## src/include/sfp_macros.svh

```systemverilog
/*
  sfp port timing constants
  timer width, presence debounce, fault hold and retry limit
*/
`ifndef SFP_MACROS_SVH
`define SFP_MACROS_SVH

// width of the interval timer counter
`define SFP_TIMER_W 16

// cycles of steady presence before the port goes active
`define SFP_DEBOUNCE_CYCLES 16

// cycles the laser stays forced off after a fault
`define SFP_FAULT_HOLD_CYCLES 64

// faults before lockout, count itself saturates at 15
`define SFP_MAX_RETRIES 3

`endif

```

## src/design/sfp_input_sync.sv

```systemverilog
/*
  sfp status pin synchronizer
  two-flop chains for presence, los and tx_fault, presence made active high
*/
`timescale 1ns/10ps

module sfp_input_sync (
  input  logic clk,
  input  logic reset,
  input  logic los,
  input  logic mod0_prsnt_n,
  input  logic tx_fault,
  output logic present_s,
  output logic los_s,
  output logic fault_s
);

  // bit order {tx_fault, los, mod0_prsnt_n}
  localparam logic [2:0] idle_val = 3'b011;  // absent, no light, no fault

  logic [2:0] meta;  // first stage, may go metastable
  logic [2:0] sync;  // second stage, safe to use

  always_ff @(posedge clk or posedge reset)
  begin
    if (reset)
    begin
      meta <= idle_val;
      sync <= idle_val;
    end
    else
    begin
      meta <= {tx_fault, los, mod0_prsnt_n};
      sync <= meta;
    end
  end

  assign present_s = ~sync[0];  // pin is active low
  assign los_s     = sync[1];
  assign fault_s   = sync[2];

  a_no_x_out: assert property (@(posedge clk) disable iff (reset)
    !$isunknown({present_s, los_s, fault_s}))
    else $error("sfp_input_sync: unknown on synchronized outputs");

endmodule

```

## config.mk

```make
export PLATFORM = sky130hd
export DESIGN_NAME = sfp_input_sync
export DESIGN_NICKNAME = d
export VERILOG_FILES = /design/src/include/sfp_macros.svh /design/src/design/sfp_input_sync.sv
export SDC_FILE = /design/constraint.sdc
export NUM_CORES = 1
export LEC_CHECK = 0
export BUFFER_PORTS_ARGS = -buffer_cell sky130_fd_sc_hd__buf_2
export CORE_AREA = 2 2 39 41
export CTS_CLUSTER_SIZE = 12
export DETAILED_ROUTE_END_ITERATION = 6
export DIE_AREA = 0 0 41 43
export GPL_ROUTABILITY_DRIVEN = 0
export PLACE_DENSITY_LB_ADDON = 0.12
export SLEW_MARGIN = 20
export SYNTH_ARGS = -nofsm -noshare
export SYNTH_HDL_FRONTEND = slang
export SYNTH_SLANG_ARGS = --single-unit
```

## constraint.sdc

```tcl
create_clock -name clk -period 1.8 [get_ports clk]
set_clock_uncertainty 0.2 [all_clocks]
set_input_delay 0.27 -clock clk [delete_from_list [all_inputs] [get_ports clk]]
set_output_delay 0.27 -clock clk [all_outputs]
set_load 0.005 [all_outputs]
```

==> impl_metrics.csv <==
group,metric,value,unit
synth,yosysTopAreaCellShare,64.62,%
worst_hold_path,hp-start,"meta[2]",
global_route,antenna_found_initial,0,
power_and_ir_drop,p_switching,0.00004888,W
clocking,clkSinkCount,6,
timing,hold-worst-slack,0.1473,ns
setup_path,startpoint_type,"flop",
synth,synth_fa_ha_area_share,0,%
cells_and_area,multiInputCombCellCount,0,
global_route,grt_max_degree,7,
timing,setup_viol,0,
setup_path,crit_path_top_delay_cell,"dfstp_2",
power_and_ir_drop,pwr-share-clk,41.4,%
routing,final_antenna_net_count,0,
synth,synthTopCellsByArea,"dfstp_2 (65%), dfrtp_1 (31%), inv_1 (4.6%)",
clocking,cts-hold-fix-buffers,4,
timing,slew_violations,0,
power_and_ir_drop,sw_frac_of_total,17.41,%
timing,fin_crit_sh,74.77,%
die,core,1384,µm²
clocking,tritoncts,"built",
power_and_ir_drop,comb_power_share,6.1,%
synth,synth.avg_cell_area,20.33,µm²
routing,vias,107,
power_and_ir_drop,intPower,0.0002318,W
setup_path,r2r_start,"meta[0]",
synth,synth_cell_types,3,
synth,yosysTopAreaCell,"dfstp_2",
setup_path,worst-path-buf-inv,2,
global_route,track_usage,4.150,%
synth,yosys.area_share.simple,0,%
clocking,clk_path_buf_depth,2,
outcome,outcome,"finished, final reports clean",
setup_path,crit_path_max_fanout,1,
synth,netlist_area,162.7,µm²
synth,ys_seq_area_share,95.38,%
global_route,met3_usage,1.571,%
clocking,cts_htree_levels,1,
placed_design,pre_cts_slack,0.6978,ns
synth,synth-compound-area-share,0,%
cells_and_area,layout_commonest_cell,"buf_2",
die,die_h,43,µm
synth,synthesis.nets,13,
timing,finalWorstSetupSlack,0.4542,ns
timing,relSlewSlack,85.97,%
timing,hold_viol,0,
synth,ys_seq_elements,6,
run,max_cap_viol_count,0,
timing,tightest_slew,0.2103,ns
routing,dr.pass1.iters,1,
global_route,use_met2,5.000,%
clocking,cts.reportedPaths.clkPinSlew,0.04,ns
setup_path,endpoint_kind,"primary output",
cells_and_area,drive_gt1_share,63.64,%
power_and_ir_drop,power.density,1002,nW/µm²
routing,drc_errors,0,
die,ios,8,
synth,synthMuxAreaShare,0,%
routing,routedWlPerCell,6.421,µm
synth,synthXorXnorAreaFrac,0,%
timing,finalSetupTns,0,ns
clocking,clock_latency,0.23,ns
timing,rsz0062_at_grt,"false",
synth,yosys_warnings,0,
cells_and_area,final_cell_mix,"buf_2 (7), dlygate4sd3_1 (4), dfstp_2 (4)",
placed_design,dpl.hpwl,182.9,µm
setup_path,critPathRequiredTime,1.33,ns
global_route,overflow,0,
cells_and_area,syn2layout_area_growth,72.31,%
routing,wl,244,µm
setup_path,cp-startpoint,"sync[0]",
routing,drt_iter0_markers,0,
clocking,cts-buffers-inserted,3,
power_and_ir_drop,peakVddDrop,0.1924,mV
cells_and_area,n_antenna_cell,0,
cells_and_area,multi_input_area,0,µm²
power_and_ir_drop,seqPwrFrac,52.4,%
global_route,use_met1,2.310,%
die,fp.dieW,41,µm
routing,viasPerCell,2.816,
setup_path,crit_type,"flop to primary output",
synth,synth_top_family_by_area,"buffers and inverters",
setup_path,critPathMaxStageDelay,0.51,ns
timing,fmax,743.0,MHz
global_route,grt_first_pass_wirelength,386,µm
setup_path,crit_arrival,0.88,ns
power_and_ir_drop,leakage,0.1341,nW
synth,syn_inst,8,
setup_path,path_cells,"inv_1 -> buf_2",
die,dieArea,1763,µm²
placed_design,port_buffers,7,
timing,period_needed,1.346,ns
clocking,postCtsSetupBuffers,0,
setup_path,cpLargestDelayFamily,"flip-flops",
cells_and_area,fin_nets,29,
global_route,grt_pass1_vias,113,
die,start_util,11.75,%
die,row_count,14,
worst_hold_path,hold_path_class,"flop to flop",
clocking,root_buffer,"clkbuf_4",
clocking,ctsResizeCount,0,
global_route,busiest_layer,"met4",
cells by family after synthesis:
group	Yosys count
DFF	6
buffers and inverters	2
through the flow:
stage          std cells  cell area [µm²]  total power, W  util [%]
3_5_place_dp          31            217.7       0.0001603     15.73
4_1_cts               38            280.3       0.0002893     20.25
6_report              38            280.3       0.0002807     20.25
5_1_grt               38            280.3       0.0003011     20.25
2_1_floorplan          8            162.7       0.0001519         -
3_3_place_gp          31            217.7       0.0001598     15.73
final timing paths:
check	slack, ns	cells after the start	end
worst max-delay path	0.45	2	present_s
worst min-delay path	0.15	0	sync[2]
worst max register to register	1.04	0	sync[0]
worst min register to register	0.15	0	sync[2]
max in group asynchronous	0.87	3	sync[0]
min in group asynchronous	0.28	3	meta[2]
synth_stat cells:
| master | number |
|---|---|
| dfstp_2 | 4 |
| dfrtp_1 | 2 |
| inv_1 | 2 |
layout make-up:
type	count	area, µm²
inverter	2	7.507
fill	158	1104
clock buffer	3	22.52
tap	16	20.02
sequential	6	155.1
timing repair buffer	11	75.07
registers in the layout, indices dropped and copies added (netlist names):
register / flops
sync: 3
meta: 3
routing by layer:
layer | vias up | part of all wire [%]
met4 | 0 | 0
li1 | 50 | -
met1 | 53 | 33
met3 | 0 | 8.2
met5 | - | 0
met2 | 4 | 58
power by group through the flow:
| stage | clock (W) | sequential [W] | combinational, W |
|---|---|---|---|
| floorplan | 0 | 0.000149 | 0.00000269 |
| global placement | 0 | 0.000149 | 0.0000111 |
| detailed placement | 0 | 0.000149 | 0.0000112 |
| CTS | 0.000124 | 0.000147 | 0.0000179 |
| global route | 0.000134 | 0.000148 | 0.0000195 |
| finish | 0.000116 | 0.000147 | 0.0000172 |
Power figures use the tool's default switching activity.
