===== config.mk =====
export PLATFORM = sky130hd
export DESIGN_NAME = sfp_port_fsm_flat
export DESIGN_NICKNAME = d
export VERILOG_FILES = /design/src/design/sfp_pkg.sv /design/src/design/sfp_ctrl_if.sv /design/src/design/sfp_port_fsm.sv /design/src/flat_wrapper.sv
export VERILOG_INCLUDE_DIRS = /design/src /design/src/include
export SDC_FILE = /design/constraint.sdc
export NUM_CORES = 1
export LEC_CHECK = 0
export BUFFER_PORTS_ARGS = -buffer_cell sky130_fd_sc_hd__buf_4
export CAP_MARGIN = 30
export CORE_UTILIZATION = 44
export CTS_CLUSTER_DIAMETER = 150
export DETAILED_ROUTE_END_ITERATION = 10
export GPL_ROUTABILITY_DRIVEN = 0
export PLACE_DENSITY = 0.86
export RECOVER_POWER = 25
export SKIP_CTS_REPAIR_TIMING = 1
export SKIP_LAST_GASP = 1
export SYNTH_ARGS = -nofsm -noshare
export SYNTH_HDL_FRONTEND = slang
export SYNTH_SLANG_ARGS = --single-unit

===== constraint.sdc =====
create_clock -name clk -period 1.4 [get_ports clk]
set_input_delay 0.14 -clock clk [delete_from_list [all_inputs] [get_ports clk]]
set_output_delay 0.14 -clock clk [all_outputs]
set_load 0.05 [all_outputs]

===== src/include/sfp_macros.svh =====
/*
  sfp port timing constants
  timer width, presence debounce, fault hold and retry limit
*/
`ifndef SFP_MACROS_SVH
`define SFP_MACROS_SVH

// width of the interval timer counter
`define SFP_TIMER_W 16

// cycles of steady presence before the port goes active
`define SFP_DEBOUNCE_CYCLES 16

// cycles the laser stays forced off after a fault
`define SFP_FAULT_HOLD_CYCLES 64

// faults before lockout, count itself saturates at 15
`define SFP_MAX_RETRIES 3

`endif


===== src/design/sfp_pkg.sv =====
/*
  sfp port shared definitions
  bus response codes, port FSM state encoding and register map addresses
*/
package sfp_pkg;

  // response codes on mm_response
  typedef enum logic [1:0] {
    resp_okay   = 2'b00,
    resp_idle   = 2'b10,  // nothing accessed since reset
    resp_decerr = 2'b11   // unmapped address
  } mm_resp_t;

  // bring-up / fault-recovery states
  typedef enum logic [2:0] {
    st_absent     = 3'd0,
    st_settle     = 3'd1,  // presence debounce running
    st_active     = 3'd2,
    st_fault_hold = 3'd3,  // laser forced off after tx_fault
    st_lockout    = 3'd4   // too many faults, waits for sw
  } port_state_t;

  // register offsets on mm_address
  localparam logic [3:0] reg_status  = 4'h0;
  localparam logic [3:0] reg_control = 4'h1;
  localparam logic [3:0] reg_state   = 4'h2;
  localparam logic [3:0] reg_events  = 4'h3;

endpackage


===== src/design/sfp_ctrl_if.sv =====
/*
  sfp port control interface
  carries port state and effective laser disable from the FSM to the
  register block, and sw requests back the other way
*/
`timescale 1ns/10ps

interface sfp_ctrl_if;
  import sfp_pkg::*;

  // driven by the FSM
  port_state_t state;
  logic [3:0]  fault_count;     // saturating fault counter
  logic        tx_disable_eff;  // what actually goes to the pin
  logic        present;         // FSM view of presence

  // driven by the register block
  logic        tx_disable_req;  // sw laser disable
  logic        fault_clear;     // one-cycle pulse, leaves lockout

  modport fsm (
    output state, fault_count, tx_disable_eff, present,
    input  tx_disable_req, fault_clear
  );

  modport regs (
    input  state, fault_count, tx_disable_eff, present,
    output tx_disable_req, fault_clear
  );

endinterface


===== src/design/sfp_port_fsm.sv =====
/*
  sfp port bring-up and fault-recovery FSM
  debounces insertion, holds the laser off after tx_fault, locks out after
  too many faults and owns the effective laser disable
*/
`timescale 1ns/10ps
`include "sfp_macros.svh"

module sfp_port_fsm (
  input  logic                    clk,
  input  logic                    reset,
  input  logic                    present_s,
  input  logic                    los_s,
  input  logic                    fault_s,
  input  logic                    timer_done,
  output logic                    timer_start,
  output logic [`SFP_TIMER_W-1:0] timer_len,
  sfp_ctrl_if.fsm                 ctrl
);
  import sfp_pkg::*;

  localparam logic [`SFP_TIMER_W-1:0] debounce_len = `SFP_TIMER_W'(`SFP_DEBOUNCE_CYCLES);
  localparam logic [`SFP_TIMER_W-1:0] hold_len     = `SFP_TIMER_W'(`SFP_FAULT_HOLD_CYCLES);
  localparam logic [3:0]              max_retries  = 4'(`SFP_MAX_RETRIES);

  port_state_t state;
  logic [3:0]  fault_count;

  always_ff @(posedge clk or posedge reset)
  begin
    if (reset)
    begin
      state       <= st_absent;
      fault_count <= '0;
      timer_start <= 1'b0;
      timer_len   <= debounce_len;
    end
    else
    begin
      timer_start <= 1'b0;  // start is a pulse
      if (!present_s)
      begin
        // removal wins from any state
        state       <= st_absent;
        fault_count <= '0;
      end
      else
      begin
        case (state)
          st_absent:
          begin
            state       <= st_settle;
            timer_start <= 1'b1;  // debounce from here
            timer_len   <= debounce_len;
          end
          st_settle:
          begin
            if (timer_done)
              state <= st_active;  // presence held the whole interval
          end
          st_active:
          begin
            if (fault_s)
            begin
              state       <= st_fault_hold;
              timer_start <= 1'b1;
              timer_len   <= hold_len;
              if (fault_count != 4'hf)
                fault_count <= fault_count + 4'd1;  // saturate
            end
          end
          st_fault_hold:
          begin
            if (timer_done)
              state <= (fault_count >= max_retries) ? st_lockout : st_active;
          end
          st_lockout:
          begin
            // only sw gets us out
            if (ctrl.fault_clear)
            begin
              state       <= st_settle;
              fault_count <= '0;
              timer_start <= 1'b1;
              timer_len   <= debounce_len;
            end
          end
          default: state <= st_absent;
        endcase
      end
    end
  end

  assign ctrl.state          = state;
  assign ctrl.fault_count    = fault_count;
  assign ctrl.present        = (state != st_absent);  // one cycle behind present_s
  // laser on only when active and sw allows it
  assign ctrl.tx_disable_eff = (state != st_active) | ctrl.tx_disable_req;

  a_laser_off_outside_active: assert property (@(posedge clk) disable iff (reset)
    (ctrl.state != st_active) |-> ctrl.tx_disable_eff)
    else $error("sfp_port_fsm: laser enabled outside st_active");

endmodule


===== src/flat_wrapper.sv =====
// flat-port wrapper written by rule: the top's interface ports become plain ports
module sfp_port_fsm_flat import sfp_pkg::*;
  (clk, reset, present_s, los_s, fault_s, timer_done, timer_start, timer_len, ctrl_state, ctrl_fault_count, ctrl_tx_disable_eff, ctrl_present, ctrl_tx_disable_req, ctrl_fault_clear);
  sfp_ctrl_if ctrl_i ();
  input  logic clk;
  input  logic reset;
  input  logic present_s;
  input  logic los_s;
  input  logic fault_s;
  input  logic timer_done;
  output logic timer_start;
  output logic [`SFP_TIMER_W-1:0] timer_len;
  output wire logic [$bits(ctrl_i.state)-1:0] ctrl_state;
  output wire logic [$bits(ctrl_i.fault_count)-1:0] ctrl_fault_count;
  output wire logic [$bits(ctrl_i.tx_disable_eff)-1:0] ctrl_tx_disable_eff;
  output wire logic [$bits(ctrl_i.present)-1:0] ctrl_present;
  input wire logic [$bits(ctrl_i.tx_disable_req)-1:0] ctrl_tx_disable_req;
  input wire logic [$bits(ctrl_i.fault_clear)-1:0] ctrl_fault_clear;
  assign ctrl_state = ctrl_i.state;
  assign ctrl_fault_count = ctrl_i.fault_count;
  assign ctrl_tx_disable_eff = ctrl_i.tx_disable_eff;
  assign ctrl_present = ctrl_i.present;
  assign ctrl_i.tx_disable_req = ctrl_tx_disable_req;
  assign ctrl_i.fault_clear = ctrl_fault_clear;
  sfp_port_fsm u_core (.clk(clk), .reset(reset), .present_s(present_s), .los_s(los_s), .fault_s(fault_s), .timer_done(timer_done), .timer_start(timer_start), .timer_len(timer_len), .ctrl(ctrl_i));
endmodule

==> flow_summary_export.csv <==
group,metric,value,unit
yosys,synth_cell_types,33,
status,outcome,"finished with violations",
grt,grt_pass1_wl,2190,um
die,core,0.00152,mm^2
die,die_area,0.00180,mm^2
grt,met1_usage,0.230,
clock_network,cts_root_buffer,"clkbuf_4",
drt,wire_per_inst,11.7,um
timing,finalCriticalPeriod,1.45,ns
power,clkPwrFrac,0.239,
timing,fin_skew,0.00509,ns
timing,final_hold_viol_count,0,
drt,drtPass1Iterations,4,
clock_network,cts.sinks,10,
clock_network,clkLatencyLatePin,0.27,ns
yosys,postSynthCellCount,75,
power,internal-power,0.000541,W
grt,busiest_layer,"met1",
setup_path,r2r_cells,4,
die,die_w,42.4,um
layout,fin_nets,114,
yosys,synth_compound_area_frac,0.167,
die,start_util,0.471,
grt,grt_max_degree,11,
yosys,seq_area_frac_synth,0.350,
grt,track_usage,0.161,
clock_network,cts_tree,"done",
yosys,avgSynthCellArea,9.58,um^2
power,peakVddDrop,0.627,mV
drt,dr_total_vias,585,
layout,multi_input_area,397,um^2
power,p_sw,0.000368,W
setup_path,path_class,"register to output pin",
setup_path,cp_max_fo,5,
layout,final_common_cell,"buf_4",
yosys,synthMuxAreaShare,0.0139,
power,p_leak,0.440,nW
power,p_seq_frac,0.370,
clock_network,clk_pin_slew_worst_paths,0.06,ns
yosys,synth_edf_count,0,
layout,final_area,958,um^2
yosys,synth_async_sr_flop_share,1.00,
placed_design,placed_cells,111,
timing,rsz0062_at_grt,"true",
timing,max_freq,692,MHz
worst_hold_path,hold_class,"input pin to register",
grt,grt_use_met3,0.0259,
yosys,synthSimpleGateAreaFrac,0.221,
yosys,synth.top_cell.area_share,0.314,
yosys,synth_top_family_by_area,"buffers and inverters",
placed_design,dp_hpwl,997,um
power,p_per_area,949,mW/mm^2
drt,wl,1400,um
status,violations,"negative setup slack",
placed_design,place.port_buffers,18,
drt,final_antenna_net_count,0,
drt,via_per_inst,4.88,
timing,maxSlewViolCount,0,
timing,finalSetupTns,-0.117,ns
grt,antenna_found_initial,0,
yosys,synth_flop_cell,"dfrtp_1",
layout,fillers,127,
setup_path,critPathArrivalTime,1.31,ns
drt,drt_iter0_drc,5,
setup_path,reg2reg_slack,-0.04,ns
yosys,synth_adder_area_share,0.0174,
die,pin_count,34,
yosys,synth_area_leaders,"dfrtp_1, buf_4, a21oi_1, buf_6, dfstp_2",
layout,num_antenna_cells,0,
clock_network,h-tree-depth,1,
yosys,ys_ff_latch,10,
grt,grtUsageMet2,0.228,
grt,overflow,0,
drt,drc,0,
yosys,yosysWarnings,0,
placed_design,place_ws,0.0386,ns
layout,syn_to_final_growth,33.4,%
setup_path,end_kind,"output pin",
layout,stdcell_count,120,
run,drv_cap,0,
power,p_sw_frac,0.405,
setup_path,crit_path_start_kind,"register",
layout,ff_latch_area,258,um^2
timing,setup_viol,3,
setup_path,worstPathRequired,1.26,ns
timing,setup_slack,-0.0451,ns
layout,drive_above_1_share,0.452,
worst_hold_path,whs_path_depth,2,
clock_network,cts_buffer_depth,2,
yosys,synthXorXnorAreaFrac,0,
clock_network,cts-buffers-inserted,3,
power,comb_power_share,0.391,
yosys,synth_area,718,um^2
grt,grt_pass1_vias,507,
die,rows,14,
layout,mostFrequentLayoutCells,"buf_4, conb_1, a21oi_1",
power,finalPower,0.000909,W
placed_design,place_area,861,um^2
die,fp.dieH,42.4,um
timing,fin_crit_sh,1.03,
yosys,yosysTopAreaCell,"dfrtp_1",
-- final timing paths --
path / from / end
hold / removal: present_s / u_core.ctrl.state[0]$_DFFE_PP0P_
setup reg to reg: u_core.ctrl.state[2]$_DFFE_PP0P_ / u_core.timer_len[6]$_DFFE_PP0P_
setup / recovery: u_core.ctrl.state[2]$_DFFE_PP0P_ / ctrl_tx_disable_eff
hold reg to reg: u_core.timer_len[4]$_DFFE_PP1P_ / u_core.timer_len[4]$_DFFE_PP1P_
max in group asynchronous: reset / u_core.timer_len[4]$_DFFE_PP1P_
min in group asynchronous: reset / u_core.ctrl.fault_count[1]$_DFFE_PP0P_
-- layer usage --
layer,routed length (um),vias to the layer above
li1,-,292
met1,648,269
met2,664,21
met3,60,3
met4,24,0
met5,0,-
-- registers in the layout (all words and copies together), names as in the netlist --
| signal | cells |
|---|---|
| u_core.ctrl.state | 3 |
| u_core.timer_start | 1 |
| u_core.timer_len | 2 |
| u_core.ctrl.fault_count | 4 |
-- kinds of logic after synthesis --
kind of cell / after synthesis
buf+inv: 23
fa+ha+maj: 1
simple gates: 21
other cells: 1
compound gates: 18
mux: 1
flops: 10
-- worst max-delay path, cell delays in order (launching register included) --
cell      delay [ns]
dfrtp_2         0.46
nor3b_4         0.22
buf_4           0.14
nand2b_1        0.06
buf_6           0.15
-- power by group through the flow --
stage	registers [W]	clock network, W	logic (W)
finish	0.000336	0.000217	0.000356
global route	0.000341	0.000237	0.000373
CTS	0.000336	0.000223	0.000332
detailed placement	0.000342	0	0.000331
global placement	0.000340	0	0.000328
floorplan	0.000411	0	0.000216
-- final cells by class --
class / count / share of cell area
multi-input cells: 55 / 0.414
flip-flops and latches: 10 / 0.269
repair buffers: 29 / 0.245
clock buffers: 4 / 0.0274
inverters: 6 / 0.0235
well taps: 16 / 0.0209
-- through the flow --
stage / hold slack, ns / utilization
finish: 0.149 / 0.629
global route: 0.151 / 0.629
CTS: -0.137 / 0.582
detailed placement: 0.158 / 0.565
global placement: 0.147 / 0.565
floorplan: -0.0209 / -
-- synth_stat cells, types with 2 or more instances --
library cell and n:
nand2b_1 2, buf_6 3, o21a_1 2, and2_1 2, nand3_1 3, o21ai_1 2
dfrtp_1 9, nor2_1 2, a21oi_1 7, buf_4 14, inv_1 6, nor3b_2 2
(Power assumes the default switching activity.)
