### config.mk
export PLATFORM = sky130hd
export DESIGN_NAME = sfp_port_timer
export DESIGN_NICKNAME = d
export VERILOG_FILES = /design/src/design/sfp_port_timer.sv
export VERILOG_INCLUDE_DIRS = /design/src /design/src/include
export SDC_FILE = /design/constraint.sdc
export NUM_CORES = 1
export LEC_CHECK = 0
export ABC_AREA = 1
export BUFFER_PORTS_ARGS = -buffer_cell sky130_fd_sc_hd__buf_4
export CAP_MARGIN = 20
export CORE_MARGIN = 2
export CORE_UTILIZATION = 62
export DETAILED_ROUTE_END_ITERATION = 7
export PLACE_DENSITY = 0.85
export SYNTH_ARGS = -nofsm -noshare
export SYNTH_HDL_FRONTEND = slang
export SYNTH_SLANG_ARGS = --single-unit
### constraint.sdc
create_clock -name clk -period 3.5 [get_ports clk]
set_input_delay 0.7 -clock clk [delete_from_list [all_inputs] [get_ports clk]]
set_output_delay 0.7 -clock clk [all_outputs]
set_load 0.1 [all_outputs]
### src/include/sfp_macros.svh
/*
  sfp port timing constants
  timer width, presence debounce, fault hold and retry limit
*/
`ifndef SFP_MACROS_SVH
`define SFP_MACROS_SVH

// width of the interval timer counter
`define SFP_TIMER_W 16

// cycles of steady presence before the port goes active
`define SFP_DEBOUNCE_CYCLES 16

// cycles the laser stays forced off after a fault
`define SFP_FAULT_HOLD_CYCLES 64

// faults before lockout, count itself saturates at 15
`define SFP_MAX_RETRIES 3

`endif

### src/design/sfp_port_timer.sv
/*
  sfp interval timer
  loadable down counter, done pulses exactly length cycles after start,
  a new start restarts the count
*/
`timescale 1ns/10ps
`include "sfp_macros.svh"

module sfp_port_timer (
  input  logic                    clk,
  input  logic                    reset,
  input  logic                    start,
  input  logic [`SFP_TIMER_W-1:0] length,
  output logic                    done,
  output logic                    busy
);

  logic [`SFP_TIMER_W-1:0] cnt;  // cycles left before done

  always_ff @(posedge clk or posedge reset)
  begin
    if (reset)
    begin
      cnt  <= '0;
      busy <= 1'b0;
      done <= 1'b0;
    end
    else
    begin
      done <= 1'b0;  // single-cycle pulse
      if (start)
      begin
        cnt  <= length - 1'b1;
        done <= (length == 1);          // shortest interval
        busy <= (length > 1);
      end
      else if (busy)
      begin
        cnt <= cnt - 1'b1;
        if (cnt == 1)
        begin
          busy <= 1'b0;
          done <= 1'b1;
        end
      end
    end
  end

  // done only ever ends an interval that was running
  a_done_needs_busy: assert property (@(posedge clk) disable iff (reset)
    $rose(done) |-> $past(busy) || $past(start))
    else $error("sfp_port_timer: done without a running interval");

  a_zero_length: assert property (@(posedge clk) disable iff (reset)
    start |-> length != 0)
    else $error("sfp_port_timer: start with zero length");

endmodule

==> results.md, run 1 <==
Setup path:
- The worst path required time is 2800 ps.
- In this run the worst path has a maximum fanout of 11.
- In this design, the largest share of critical-path delay is due to flip-flops.
- Walking the worst path, the cells encountered are buf_4.
- The register-to-register setup slack is 2040 ps.
- The count of buffer and inverter cells on the critical path is 1.
- The critical path endpoint category is an output pin.
- Counting cells, the worst reg-to-reg path comes to 4.
- The capturing point of the worst reg2reg path is cnt[14].
- The startpoint identified for the worst register-to-register timing path is busy.
- The slowest stage of the critical path is the sky130_fd_sc_hd__dfrtp_1 cell.
- STA puts the critical path data arrival time at 1280 ps.
- The longest individual stage delay on the worst path is 610 ps.
- The critical path class is register to output pin.
- The sort of element at the start of the critical path is a register.

Pwr:
- The worst IR drop on VDD is around 0.23 mV.
- The power consumption is 0.575 mW.
- For this design the static power due to leakage is approximately 0.89 nW.
- Dividing total power by cell area gives a power density of 312 nW/um^2.

STA:
- Setup violations remaining at the end of the flow were counted as 0.
- For this run, the top clock speed supported by timing is 504 MHz.
- The number of hold-slack violations in the final timing report is 0.
- The worst path setup slack after routing is 1520 ps.
- The number of pins with negative max-slew slack in the final report is 0.
- The max-slew headroom at the worst pin is 52.9%.
- The actual slew at the worst max-slew pin is 705 ps.
- Across the routed clock network, the largest skew measured is 4.16 ps.
- Of the available clock period, the critical path in the final layout requires 56.7%.
- Setup repair after global routing left no endpoint under its margin.
- The post-layout minimum cycle time is about 2000 ps.
- The total negative setup slack is 0 ps.

Global route:
- In the global route stage, met3 resource usage came out at 1.40%.
- Global routing used a little over a quarter of the available tracks across all layers.
- The busiest layer in global routing is met2.
- The aggregate global routing overflow is 0.
- The number of global-route vias before repair is 1502.
- The initial antenna violation count was 0.
- The met2 usage in global routing is between 40% and 50%.
- The wire length of the first global-routing pass is ~6500 um.
- For met1 alone, demand over resource in global routing was 37.1%.
- The pin count of the biggest net entering global routing is 21.

Floorplan:
- In this run the standard cell core region covers 2500 um^2.
- In this run the core area contains 18 standard-cell rows.
- The die height is approximately 56 um.
- The die covers 3100 um^2.
- The die is approximately 56 um wide.
- The boundary pin count is 21.
- The initial utilization of the core area, before any placement, comes to between 60% and 70%.

Clock tree:
- The tree is rooted in a sky130_fd_sc_hd__clkbuf_4.
- In this run, post-CTS repair resized a total of 0 instances.
- Clock tree synthesis found a total of 18 sinks.
- The number of clock buffers added by TritonCTS is 3.
- For the worst-skew pair, the clock arrives at the later sink with an insertion delay of 300 ps.
- The number of buffers added to fix hold violations after cts is 0.
- The clock tree from TritonCTS is yes.
- CTS built an H-tree with a depth of 1.
- In this run the deepest clock path goes through 2 buffers.
- Post-CTS timing repair inserted 0 buffers for setup.
- The clock slew at the register clock pins of the worst setup and hold paths is 110 ps.

Synth:
- The post-synthesis cell area is 1650 um^2.
- After technology mapping, the gate count stands at 267.
- The mean instance size in the synthesized netlist is 6.20 um^2.
- The total of flip-flops plus latches after synthesis is 18.
- The post-synthesis sequential area ratio is between 20% and 30%.
- The number of distinct library cells after synthesis is 29.
- Yosys printed 0 warnings.
- The number of nets handed over by synthesis was 290.

Finish:
- The post-route netlist has 17.5% of its cells at a drive strength greater than 1.
- Compared with the post-synthesis result, the final layout area differs by 11.5%.
- The filler-free cell count of the finished design is 316.
- The final antenna diode count is 0.
- For this run, the post-layout net count is between 300 and 400.

Placed design:
- The global placer's final weighted congestion is around 0.83.
- The detailed placer's ending HPWL is 3050 um.
- Counting tap cells, the placed design contains a total of 312 instances.
- The worst-case setup slack after placement is 1630 ps.
- Buffers placed on the I/O ports in this run total 20.

Route:
- The number of design rule violations left after detail routing is 0.
- The via density per instance is ~5.3.
- The detailed router's first-iteration violation count is 87.
- The number of vias after detailed routing is roughly 1.7k.
- The routed wirelength normalized by instance count is 11.9 um.
- The number of iterations in the first detailed-routing pass is 4.
- The number of routed nets with antenna violations is 0.
- The total detailed-routing wirelength is 3770 um.

Status:
- The flow ran to the end, and the final reports show no timing, DRC or antenna violations.

Min path:
- The path class of the lowest-slack min-delay path is input port to asynchronous set/reset pin.

Run:
- The reported max-cap violation count is 0.
metal layers:
layer / vias to the layer above / part of all wire (%)
met5: - / 0
met4: 0 / 2.4
met3: 9 / 5.4
met2: 66 / 46
met1: 730 / 46
li1: 878 / -
cells by family after synthesis:
group / Yosys count / share of synthesized area (%)
AOI/OAI and AO/OA: 28 / 9.23
xor gates and xnor gates: 5 / 2.65
adders and majority gates: 4 / 3.03
buffers and inverters: 41 / 10.2
DFF: 18 / 27.2
and+or+nand+nor: 171 / 47.7
registers in the layout, summed over array words and instances (netlist names):
name,count
busy,1
cnt,16
done,1
area by class of cell:
type,instances,area [um^2]
fill,221,656
clock buffer,4,36.3
timing repair buffer,20,150
sequential,18,450
multi-input combinational,208,1030
inverter,36,135
tap,30,37.5
power by group:
part | switching, mW | internal [mW] | leakage, nW | total [mW]
Combinational | 0.110 | 0.0648 | 0.650 | 0.175
Sequential | 0.0332 | 0.231 | 0.216 | 0.265
Clock | 0.0715 | 0.0635 | 0.0210 | 0.135
Total | 0.215 | 0.360 | 0.887 | 0.575
synth_stat cells, drive strengths merged:
cell,count,area [um^2]
a21oi,7,35.0
a22o,1,8.76
a22oi,1,7.51
a31oi,1,6.26
and2,1,6.26
buf,5,33.8
dfrtp,18,450
ha,4,50.1
inv,36,135
nand2,76,295
nand3,29,155
nand3b,2,15.0
nand4,2,12.5
nor2,57,279
nor3,4,25.0
o21ai,16,80.1
o221ai,1,8.76
o22ai,1,6.26
xnor2,1,8.76
xor2,4,35.0
through the flow:
step	util (%)	instance area (um^2)	hold slack [ps]
after floorplan	-	1650	471
after global placement	72.3	1810	506
after detailed placement	72.3	1810	509
after CTS	73.8	1840	525
after global routing	73.8	1840	541
final	73.8	1840	497
how the worst max path moves through the flow:
stage,start,to,cells past startpoint
after floorplan,busy,cnt[10],6
after global placement,length[0],cnt[14],10
after detailed placement,length[0],cnt[14],10
after CTS,busy,busy,1
after global routing,busy,busy,1
final,busy,busy,1
worst reg2reg max path, cell delays in order, from the launching register on:
cell                      delay, ps
sky130_fd_sc_hd__dfrtp_1        540
sky130_fd_sc_hd__nor2_1         480
sky130_fd_sc_hd__inv_1          180
sky130_fd_sc_hd__nand3_1        120
sky130_fd_sc_hd__nand2_1         50
layout by cell type (no fill, tap or decap):
master	n
sky130_fd_sc_hd__ha_1	4
sky130_fd_sc_hd__nor2_2	11
sky130_fd_sc_hd__a21oi_1	7
sky130_fd_sc_hd__nor3_2	1
sky130_fd_sc_hd__buf_4	20
sky130_fd_sc_hd__clkbuf_8	1
sky130_fd_sc_hd__and2_0	1
sky130_fd_sc_hd__a31oi_1	1
sky130_fd_sc_hd__inv_2	3
sky130_fd_sc_hd__nor3_1	3
sky130_fd_sc_hd__nand3_1	27
sky130_fd_sc_hd__xor2_1	4
sky130_fd_sc_hd__a22o_1	1
sky130_fd_sc_hd__nand4_1	2
sky130_fd_sc_hd__o21ai_1	6
sky130_fd_sc_hd__nand2_2	4
sky130_fd_sc_hd__a22oi_1	1
sky130_fd_sc_hd__dfrtp_1	18
sky130_fd_sc_hd__nor2_4	5
sky130_fd_sc_hd__nand3_2	2
sky130_fd_sc_hd__o21ai_0	10
sky130_fd_sc_hd__inv_1	33
sky130_fd_sc_hd__nand2_1	72
sky130_fd_sc_hd__o221ai_1	1
sky130_fd_sc_hd__o22ai_1	1
sky130_fd_sc_hd__nor2_1	41
sky130_fd_sc_hd__xnor2_1	1
sky130_fd_sc_hd__nand3b_1	2
sky130_fd_sc_hd__clkbuf_4	3
Note: power is estimated with default switching activity, not from simulation.
==> run 2: changes to the inputs <==
--- a/config.mk
+++ b/config.mk
@@ -10,9 +10,9 @@
 export BUFFER_PORTS_ARGS = -buffer_cell sky130_fd_sc_hd__buf_4
 export CAP_MARGIN = 20
 export CORE_MARGIN = 2
-export CORE_UTILIZATION = 62
+export CORE_UTILIZATION = 52
 export DETAILED_ROUTE_END_ITERATION = 7
-export PLACE_DENSITY = 0.85
+export PLACE_DENSITY = 0.76
 export SYNTH_ARGS = -nofsm -noshare
 export SYNTH_HDL_FRONTEND = slang
 export SYNTH_SLANG_ARGS = --single-unit
==> constraint.sdc (replaced) <==
create_clock -name clk -period 1.8 [get_ports clk]
set_input_delay 0.36 -clock clk [delete_from_list [all_inputs] [get_ports clk]]
set_output_delay 0.36 -clock clk [all_outputs]
set_load 0.1 [all_outputs]
==> results.md, run 2 (synthesized netlist as in run 1, its figures left out) <==
Pwr:
- The worst IR drop on VDD is 0.230 mV.
- The power consumption is 1.12 mW.
- The static leakage is a little under 0.9 nW.
- The power density relative to cell area is about 600 nW/um^2.

Global route:
- The number of global-route vias before repair came to between 1.5k and 2k.
- Entering global routing, the biggest net connects 21 pins.
- In the global route stage, overall resource usage came out at 24.6%.
- The first global-routing pass estimated 6760 um of wire.
- The aggregate global routing overflow is 0.
- The initial antenna violation count came to 0.

Floorplan:
- In this run the standard cell core region covers 3030 um^2.
- For this configuration, the core starts out at a cell density of 54.6%.
- The row count is 20.
- The floorplan die area is 3650 um^2.
- The die span in x is between 60 and 70 um.
- Pin placement for this block handled 21 I/O pins.
- The die height is 60.4 um.

Finish:
- The register area is 450 um^2.
- Compared with the post-synthesis result, the final layout area differs by 13.0%.
- The library cell used most frequently in the layout, excluding fill and tap cells, is sky130_fd_sc_hd__nand2_1.
- Ranked by flip-flop count, first place goes to cnt.
- Leaving out fill and tap cells, the most frequent cells in the layout are sky130_fd_sc_hd__nand2_1, sky130_fd_sc_hd__nor2_1, sky130_fd_sc_hd__inv_1.
- The flip-flop count of the largest register after layout is 16.
- The final non-filler cell area is 1870 um^2.
- The repair_antennas step left the layout with diodes totalling 0.
- The largest registers in the layout are cnt x16, busy x1, done x1.
- The multi-input combinational cell area is 1030 um^2.
- Counting the fill cells in the layout gives ~300.
- The post-route netlist has 17.8% of its cells at a drive strength greater than 1.
- The layout net count is approximately 310.

Route:
- In the final routed layout, each cell accounts on average for 11.5 um.
- After the first detailed-routing iteration, the DRC count stood at 57.
- Wire segments on met3 add up to 171 um in the final route.
- The detailed-route wire length on metal 1 is ~1800 um.
- The number of design rule violations left after detail routing is 0.
- In this run the remaining antenna-violating nets after routing total 0.
- The first TritonRoute pass finished after 4 iterations.
- Using the TritonRoute via totals, the vias-per-cell ratio works out to 5.02.
- The uppermost layer routed is met4.
- The number of vias after detailed routing is approximately 1.7k.
- The routed wire length on met2 is 1730 um.
- The final layout contains routed wiring with a total length of 3790 um.

Clock tree:
- The clock root buffer is sky130_fd_sc_hd__clkbuf_4.
- The clock slew at the register clock pins of the worst setup and hold paths is 110 ps.
- The post-CTS resize count is 0.
- TritonCTS built the clock tree.
- The longest clock path from root to sink contains 2 buffers.
- In this run, post-CTS hold repair placed 0 buffers.
- In this run the number of H-tree levels came out at 1.
- The buffers inserted during post-CTS setup optimization is 0.
- Clock latency on the worst-skew pair, taken at its later pin, is 300 ps.
- The TritonCTS sink count is 18.
- The clock buffer count from CTS is 3.

STA:
- The post-layout minimum cycle time is 1640 ps.
- Adding up every negative setup slack in the final design gives 0 ps.
- The top achievable clock speed is 609 MHz.
- The number of pins with negative max-slew slack in the final report was 0.
- For the final database, setup skew stands at between 1.5 and 2 ps.
- The worst hold slack across all endpoints is 151 ps.
- Setup repair after global routing left no endpoint under its margin.
- At the pin with the least slew margin, the transition time is 685 ps.
- The final setup violation count is 0.
- The share of the clock period used by the worst path is 91.2%.
- The number of hold-slack violations in the final timing report came to 0.
- The worst pin sits at a relative slew slack of between 50 and 60%.

Status:
- The run finished with clean final reports.

Setup path:
- The longest individual stage delay on the worst path is 610 ps.
- The critical path arrival is 1280 ps.
- The cell type of the slowest stage on the worst timing path is sky130_fd_sc_hd__dfrtp_1.
- The critical path is of the register to output pin type.
- The worst setup path is launched from a register.
- The largest fanout of any net on the critical path is 11.
- Walking the worst path, the cells encountered are buf_4.
- The cell family with the largest share of critical-path delay is flip-flops.
- The worst path required time is between 1000 and 1500 ps.
- STA classifies the critical path endpoint as an output pin.
- Counting both buffers and inverters, the worst setup path holds a total of 1.

Min path:
- The path class of the lowest-slack min-delay path is input port to asynchronous set/reset pin.

Placed design:
- The global placer's final weighted congestion is 0.857.
- The detailed placer's ending HPWL is 3070 um.
- After detailed placement, the total cell area comes to 1830 um^2.
- The count of port buffers added during placement is 20.

Run:
- The reported max-cap violation count is 0.
-- run 2: final timing paths --
path / slack, ps / end / depth (start not counted) / start
worst min register to register: 540 / cnt[0] / 1 / cnt[0]
max in group asynchronous: 1220 / cnt[11] / 2 / reset
worst max-delay path: 160 / busy / 1 / busy
worst min-delay path: 150 / cnt[3] / 2 / reset
worst max register to register: 350 / cnt[14] / 9 / cnt[0]
min in group clk: 330 / cnt[10] / 4 / length[10]
-- run 2: stage by stage --
stage	std cells	setup WS [ps]	util, %
finish	331	159	61.7
global route	331	96.6	61.7
CTS	331	173	61.7
detailed placement	327	306	60.5
global placement	327	327	60.5
floorplan	267	26.6	-
-- run 2: worst register-to-register path: stages (launching register included) --
cell and delay [ps]:
sky130_fd_sc_hd__dfrtp_1 430, sky130_fd_sc_hd__inv_1 110, sky130_fd_sc_hd__ha_1 260, sky130_fd_sc_hd__inv_1 60, sky130_fd_sc_hd__nor2_1 150, sky130_fd_sc_hd__nand2_1 70, sky130_fd_sc_hd__nand2_1 50, sky130_fd_sc_hd__nand3_1 70
sky130_fd_sc_hd__nand3_1 110, sky130_fd_sc_hd__nand2_1 50
-- run 2: layer usage --
metal,vias to the layer above,track usage [%]
li1,879,-
met1,723,33.7
met2,50,39.4
met3,10,0.640
met4,0,13.7
met5,-,0
-- run 2: area by class of cell --
cell class | count | share of cell area [%]
clock buffers | 4 | 1.94
inverters | 36 | 7.23
repair buffers | 21 | 8.43
flip-flops and latches | 18 | 24.1
well taps | 44 | 2.95
multi-input cells | 208 | 55.4
-- run 2: where the power goes --
part	switching, mW	internal [mW]	total (mW)	leakage (nW)
Sequential	0.0629	0.450	0.513	0.216
Clock	0.139	0.124	0.262	0.0210
Combinational	0.216	0.127	0.343	0.655
Total	0.418	0.701	1.12	0.892
==> run 3: changes to the inputs <==
--- a/config.mk
+++ b/config.mk
@@ -6,13 +6,12 @@
 export SDC_FILE = /design/constraint.sdc
 export NUM_CORES = 1
 export LEC_CHECK = 0
-export ABC_AREA = 1
 export BUFFER_PORTS_ARGS = -buffer_cell sky130_fd_sc_hd__buf_4
 export CAP_MARGIN = 20
 export CORE_MARGIN = 2
-export CORE_UTILIZATION = 52
+export CORE_UTILIZATION = 50
 export DETAILED_ROUTE_END_ITERATION = 7
-export PLACE_DENSITY = 0.76
+export PLACE_DENSITY = 0.75
 export SYNTH_ARGS = -nofsm -noshare
 export SYNTH_HDL_FRONTEND = slang
 export SYNTH_SLANG_ARGS = --single-unit
==> results.md, run 3 <==
Global route:
- The number of global-route vias before repair is 1184.
- Global routing finished with a remaining overflow of 0.
- The pin count of the biggest net entering global routing is 30.
- The initial antenna violation count is 0.
- The wire length of the first global-routing pass is roughly 5100 um.
- The total track usage is 23.9%.

Synth:
- The post-synthesis cell area is 1250 um^2.
- Ranked by total cell area, the synthesized netlist is headed by sky130_fd_sc_hd__dfrtp_1, sky130_fd_sc_hd__xnor2_1, sky130_fd_sc_hd__xor2_1, sky130_fd_sc_hd__mux2i_1, sky130_fd_sc_hd__nor2_1.
- The net count after synthesis is 163.
- Synthesis inferred 18 register bits.
- The portion of synthesized cell area occupied by the leading cell type is 35.9%.
- Yosys printed 0 warnings.
- Synthesis handed over a netlist of 140 instances.
- The number of enable-type register cells in the synthesized netlist is 0.
- The dominant register cell in the synthesized netlist is sky130_fd_sc_hd__dfrtp_1.
- Counting instances in the post-synthesis netlist gives the leading cell types as sky130_fd_sc_hd__dfrtp_1, sky130_fd_sc_hd__nor2_1, sky130_fd_sc_hd__xnor2_1, sky130_fd_sc_hd__xor2_1, sky130_fd_sc_hd__nand2_1.
- The largest total area in the synthesized netlist belongs to sky130_fd_sc_hd__dfrtp_1.
- The most frequently used cell type in the post-synthesis netlist is sky130_fd_sc_hd__dfrtp_1.
- The async set or reset register ratio after synthesis is 100%.
- Counting distinct cell types in the post-synthesis netlist gives 29.
- After synthesis, flip-flops and latches occupy 35.9% of the total area.
- A synthesized cell averages ~9 um^2.

Clock tree:
- The clock buffer count from CTS is 3.
- The clock slew at the register clock pins of the worst setup and hold paths is around 110 ps.
- Clock tree synthesis found a total of 18 sinks.
- CTS built an H-tree with a depth of 1.
- TritonCTS built the clock tree.
- The number of buffers added to fix hold violations after cts is 0.
- The buffer levels on the longest clock path is 2.
- The clock root buffer is sky130_fd_sc_hd__clkbuf_4.
- For the worst-skew pair, the clock arrives at the later sink with an insertion delay of 290 ps.

Floorplan:
- The row count is 18.
- The boundary pin count is 21.
- The core area is 2430 um^2.
- The starting density of the core is 51.6%.
- Measured along the y axis, the die boundary spans 54.1 um.
- The die covers 2930 um^2.
- The die span in x is between 50 and 60 um.

STA:
- The number of hold-slack violations in the final timing report is 0.
- The actual slew at the worst max-slew pin is 516 ps.
- The worst path setup slack after routing is -26.0 ps.
- The clock arrives with 0.881 ps of skew.
- The share of the clock period used by the worst path is 101%.
- The final setup violation count is 2.
- The worst hold slack across all endpoints is roughly 83 ps.
- The number of pins with negative max-slew slack in the final report was 0.
- Setup repair after global routing could not meet its margin everywhere.
- The top achievable clock speed is 548 MHz.
- The post-layout minimum cycle time is 1830 ps.
- In this run the tightest slew margin relative to its limit is approximately 66%.

Finish:
- Relative to the synthesized area, the layout overhead comes to 39.0%.
- In the final layout, the registers with the most flip-flops are cnt x16, busy x1, done x1.
- 0 antenna diodes ended up in the layout.
- The layout net count is 212.
- The most common library cell in the layout ignoring fill and taps is sky130_fd_sc_hd__buf_4.
- cnt holds more flip-flops than any other register.
- The flip-flop count of the largest register after layout is 16.
- Leaving out fill and tap cells, the most frequent cells in the layout are sky130_fd_sc_hd__buf_4, sky130_fd_sc_hd__nor2_1, sky130_fd_sc_hd__dfrtp_1.
- The final non-filler cell area is 1740 um^2.
- The filler-free cell count of the finished design is 218.
- In the final layout, the share of cells above drive strength 1 is roughly a third.

Placed design:
- The placement-stage cell area is 1650 um^2.
- The worst-case setup slack after placement is -285 ps.
- After legalization and detailed placement, the total HPWL measured about 2200 um.
- At the end of routability-driven placement, the weighted congestion stood at 0.797.
- Counting tap cells, the placed design contains a total of about 210 instances.
- The count of port buffers added during placement is 20.

Setup path:
- The origin of the critical flop-to-flop path is cnt[4].
- The critical path endpoint category is a register.
- For the worst setup path, the data required time is approximately 2000 ps.
- The capturing point of the worst reg2reg path is cnt[11].
- The worst setup path is of the register to register kind.
- The critical path arrival is 2010 ps.
- Measured in cells, the most critical reg-to-reg path has a length of 5.
- The sort of element at the start of the critical path is a register.
- In this run the worst path has a maximum fanout of 3.
- The register-to-register setup slack is -30 ps.

Route:
- The total detailed-routing wirelength is slightly above 3000 um.
- The routed wirelength normalized by instance count is 14.0 um.
- The detailed router's first-iteration violation count is 24.
- The count of nets left with antenna violations once routing finished came out at 0.
- The first detailed-routing pass ran for 4 iterations.
- After detailed routing, the number of remaining DRC violations is 0.
- The number of vias after detailed routing is 1173.
- The via density per instance is 5.38.

Pwr:
- The static leakage is around 0.76 nW.
- Dividing total power by cell area gives a power density of just over 600 nW/um^2.
- IR analysis of the VDD net gives a maximum drop of ~0.48 mV.

Status:
- The checks that failed: setup timing.
- The flow ran to the end, but the final reports show violations.

Run:
- Max-cap violations in this run came to 0.

Min path:
- The tightest min-delay check is of the input port to asynchronous set/reset pin type.
## run 3: cell families (layout without fill, tap and decap cells)
group                    count (synthesis)  after routing  synth area share, %
multiplexers                             7              7                 5.58
XOR/XNOR                                27             27                 18.8
adder cells (fa/ha/maj)                  4              4                 3.99
AND/OR/NAND/NOR                         58             58                 25.7
AO/OA/AOI/OAI                           15             15                 6.68
flip-flops                              18             18                 35.9
buffers and inverters                   11             59                 3.29
## run 3: power by group
part	internal [mW]	leakage, nW	switching, mW	total (mW)
clock network	0.123	0.0210	0.133	0.256
registers	0.450	0.209	0.0374	0.488
logic	0.158	0.534	0.160	0.318
total	0.731	0.764	0.331	1.06
## run 3: how the worst max path moves through the flow
stage | cells after the start | endpoint | startpoint
6_report | 5 | cnt[11] | cnt[4]
5_1_grt | 5 | cnt[11] | cnt[4]
4_1_cts | 7 | busy | cnt[7]
3_5_place_dp | 6 | cnt[15] | length[1]
3_3_place_gp | 6 | cnt[15] | length[1]
2_1_floorplan | 5 | cnt[15] | length[1]
## run 3: stage by stage
step           TNS [ps]  util (%)  power [mW]
2_1_floorplan      -291         -       0.648
3_3_place_gp      -1380      67.7       0.780
3_5_place_dp      -1570      67.7       0.793
4_1_cts               0      70.5        1.06
5_1_grt            -510      71.7        1.12
6_report          -31.4      71.7        1.06
## run 3: worst max-delay path, stage by stage (launching register included)
cell	delay, ps
sky130_fd_sc_hd__dfrtp_1	390
sky130_fd_sc_hd__or4_4	570
sky130_fd_sc_hd__or4_1	420
sky130_fd_sc_hd__nor2_1	130
sky130_fd_sc_hd__xnor2_1	120
sky130_fd_sc_hd__mux2i_1	80
## run 3: cell type report
cell class	instances	area [um^2]
Multi-Input combinational cell	111	822
Clock buffer	4	36.3
Tap cell	30	37.5
Sequential cell	18	454
Inverter	6	22.5
Timing Repair Buffer	49	372
Fill cell	182	688
## run 3: routing by layer
metal  track usage (%)  wire, um  up-vias
li1                  -         -      581
met1              31.2      1320      549
met4              10.0        49        0
met5                 0         0        -
met2              39.2      1520       35
met3              3.33       158        8
## run 3: what timing repair did
item,CTS,global route
endpoints found under the hold margin,0,0
cloned,0,0
endpoints found under the setup margin,8,9
buffers inserted,1,0
gates resized for setup,5,5
pin swaps,2,5
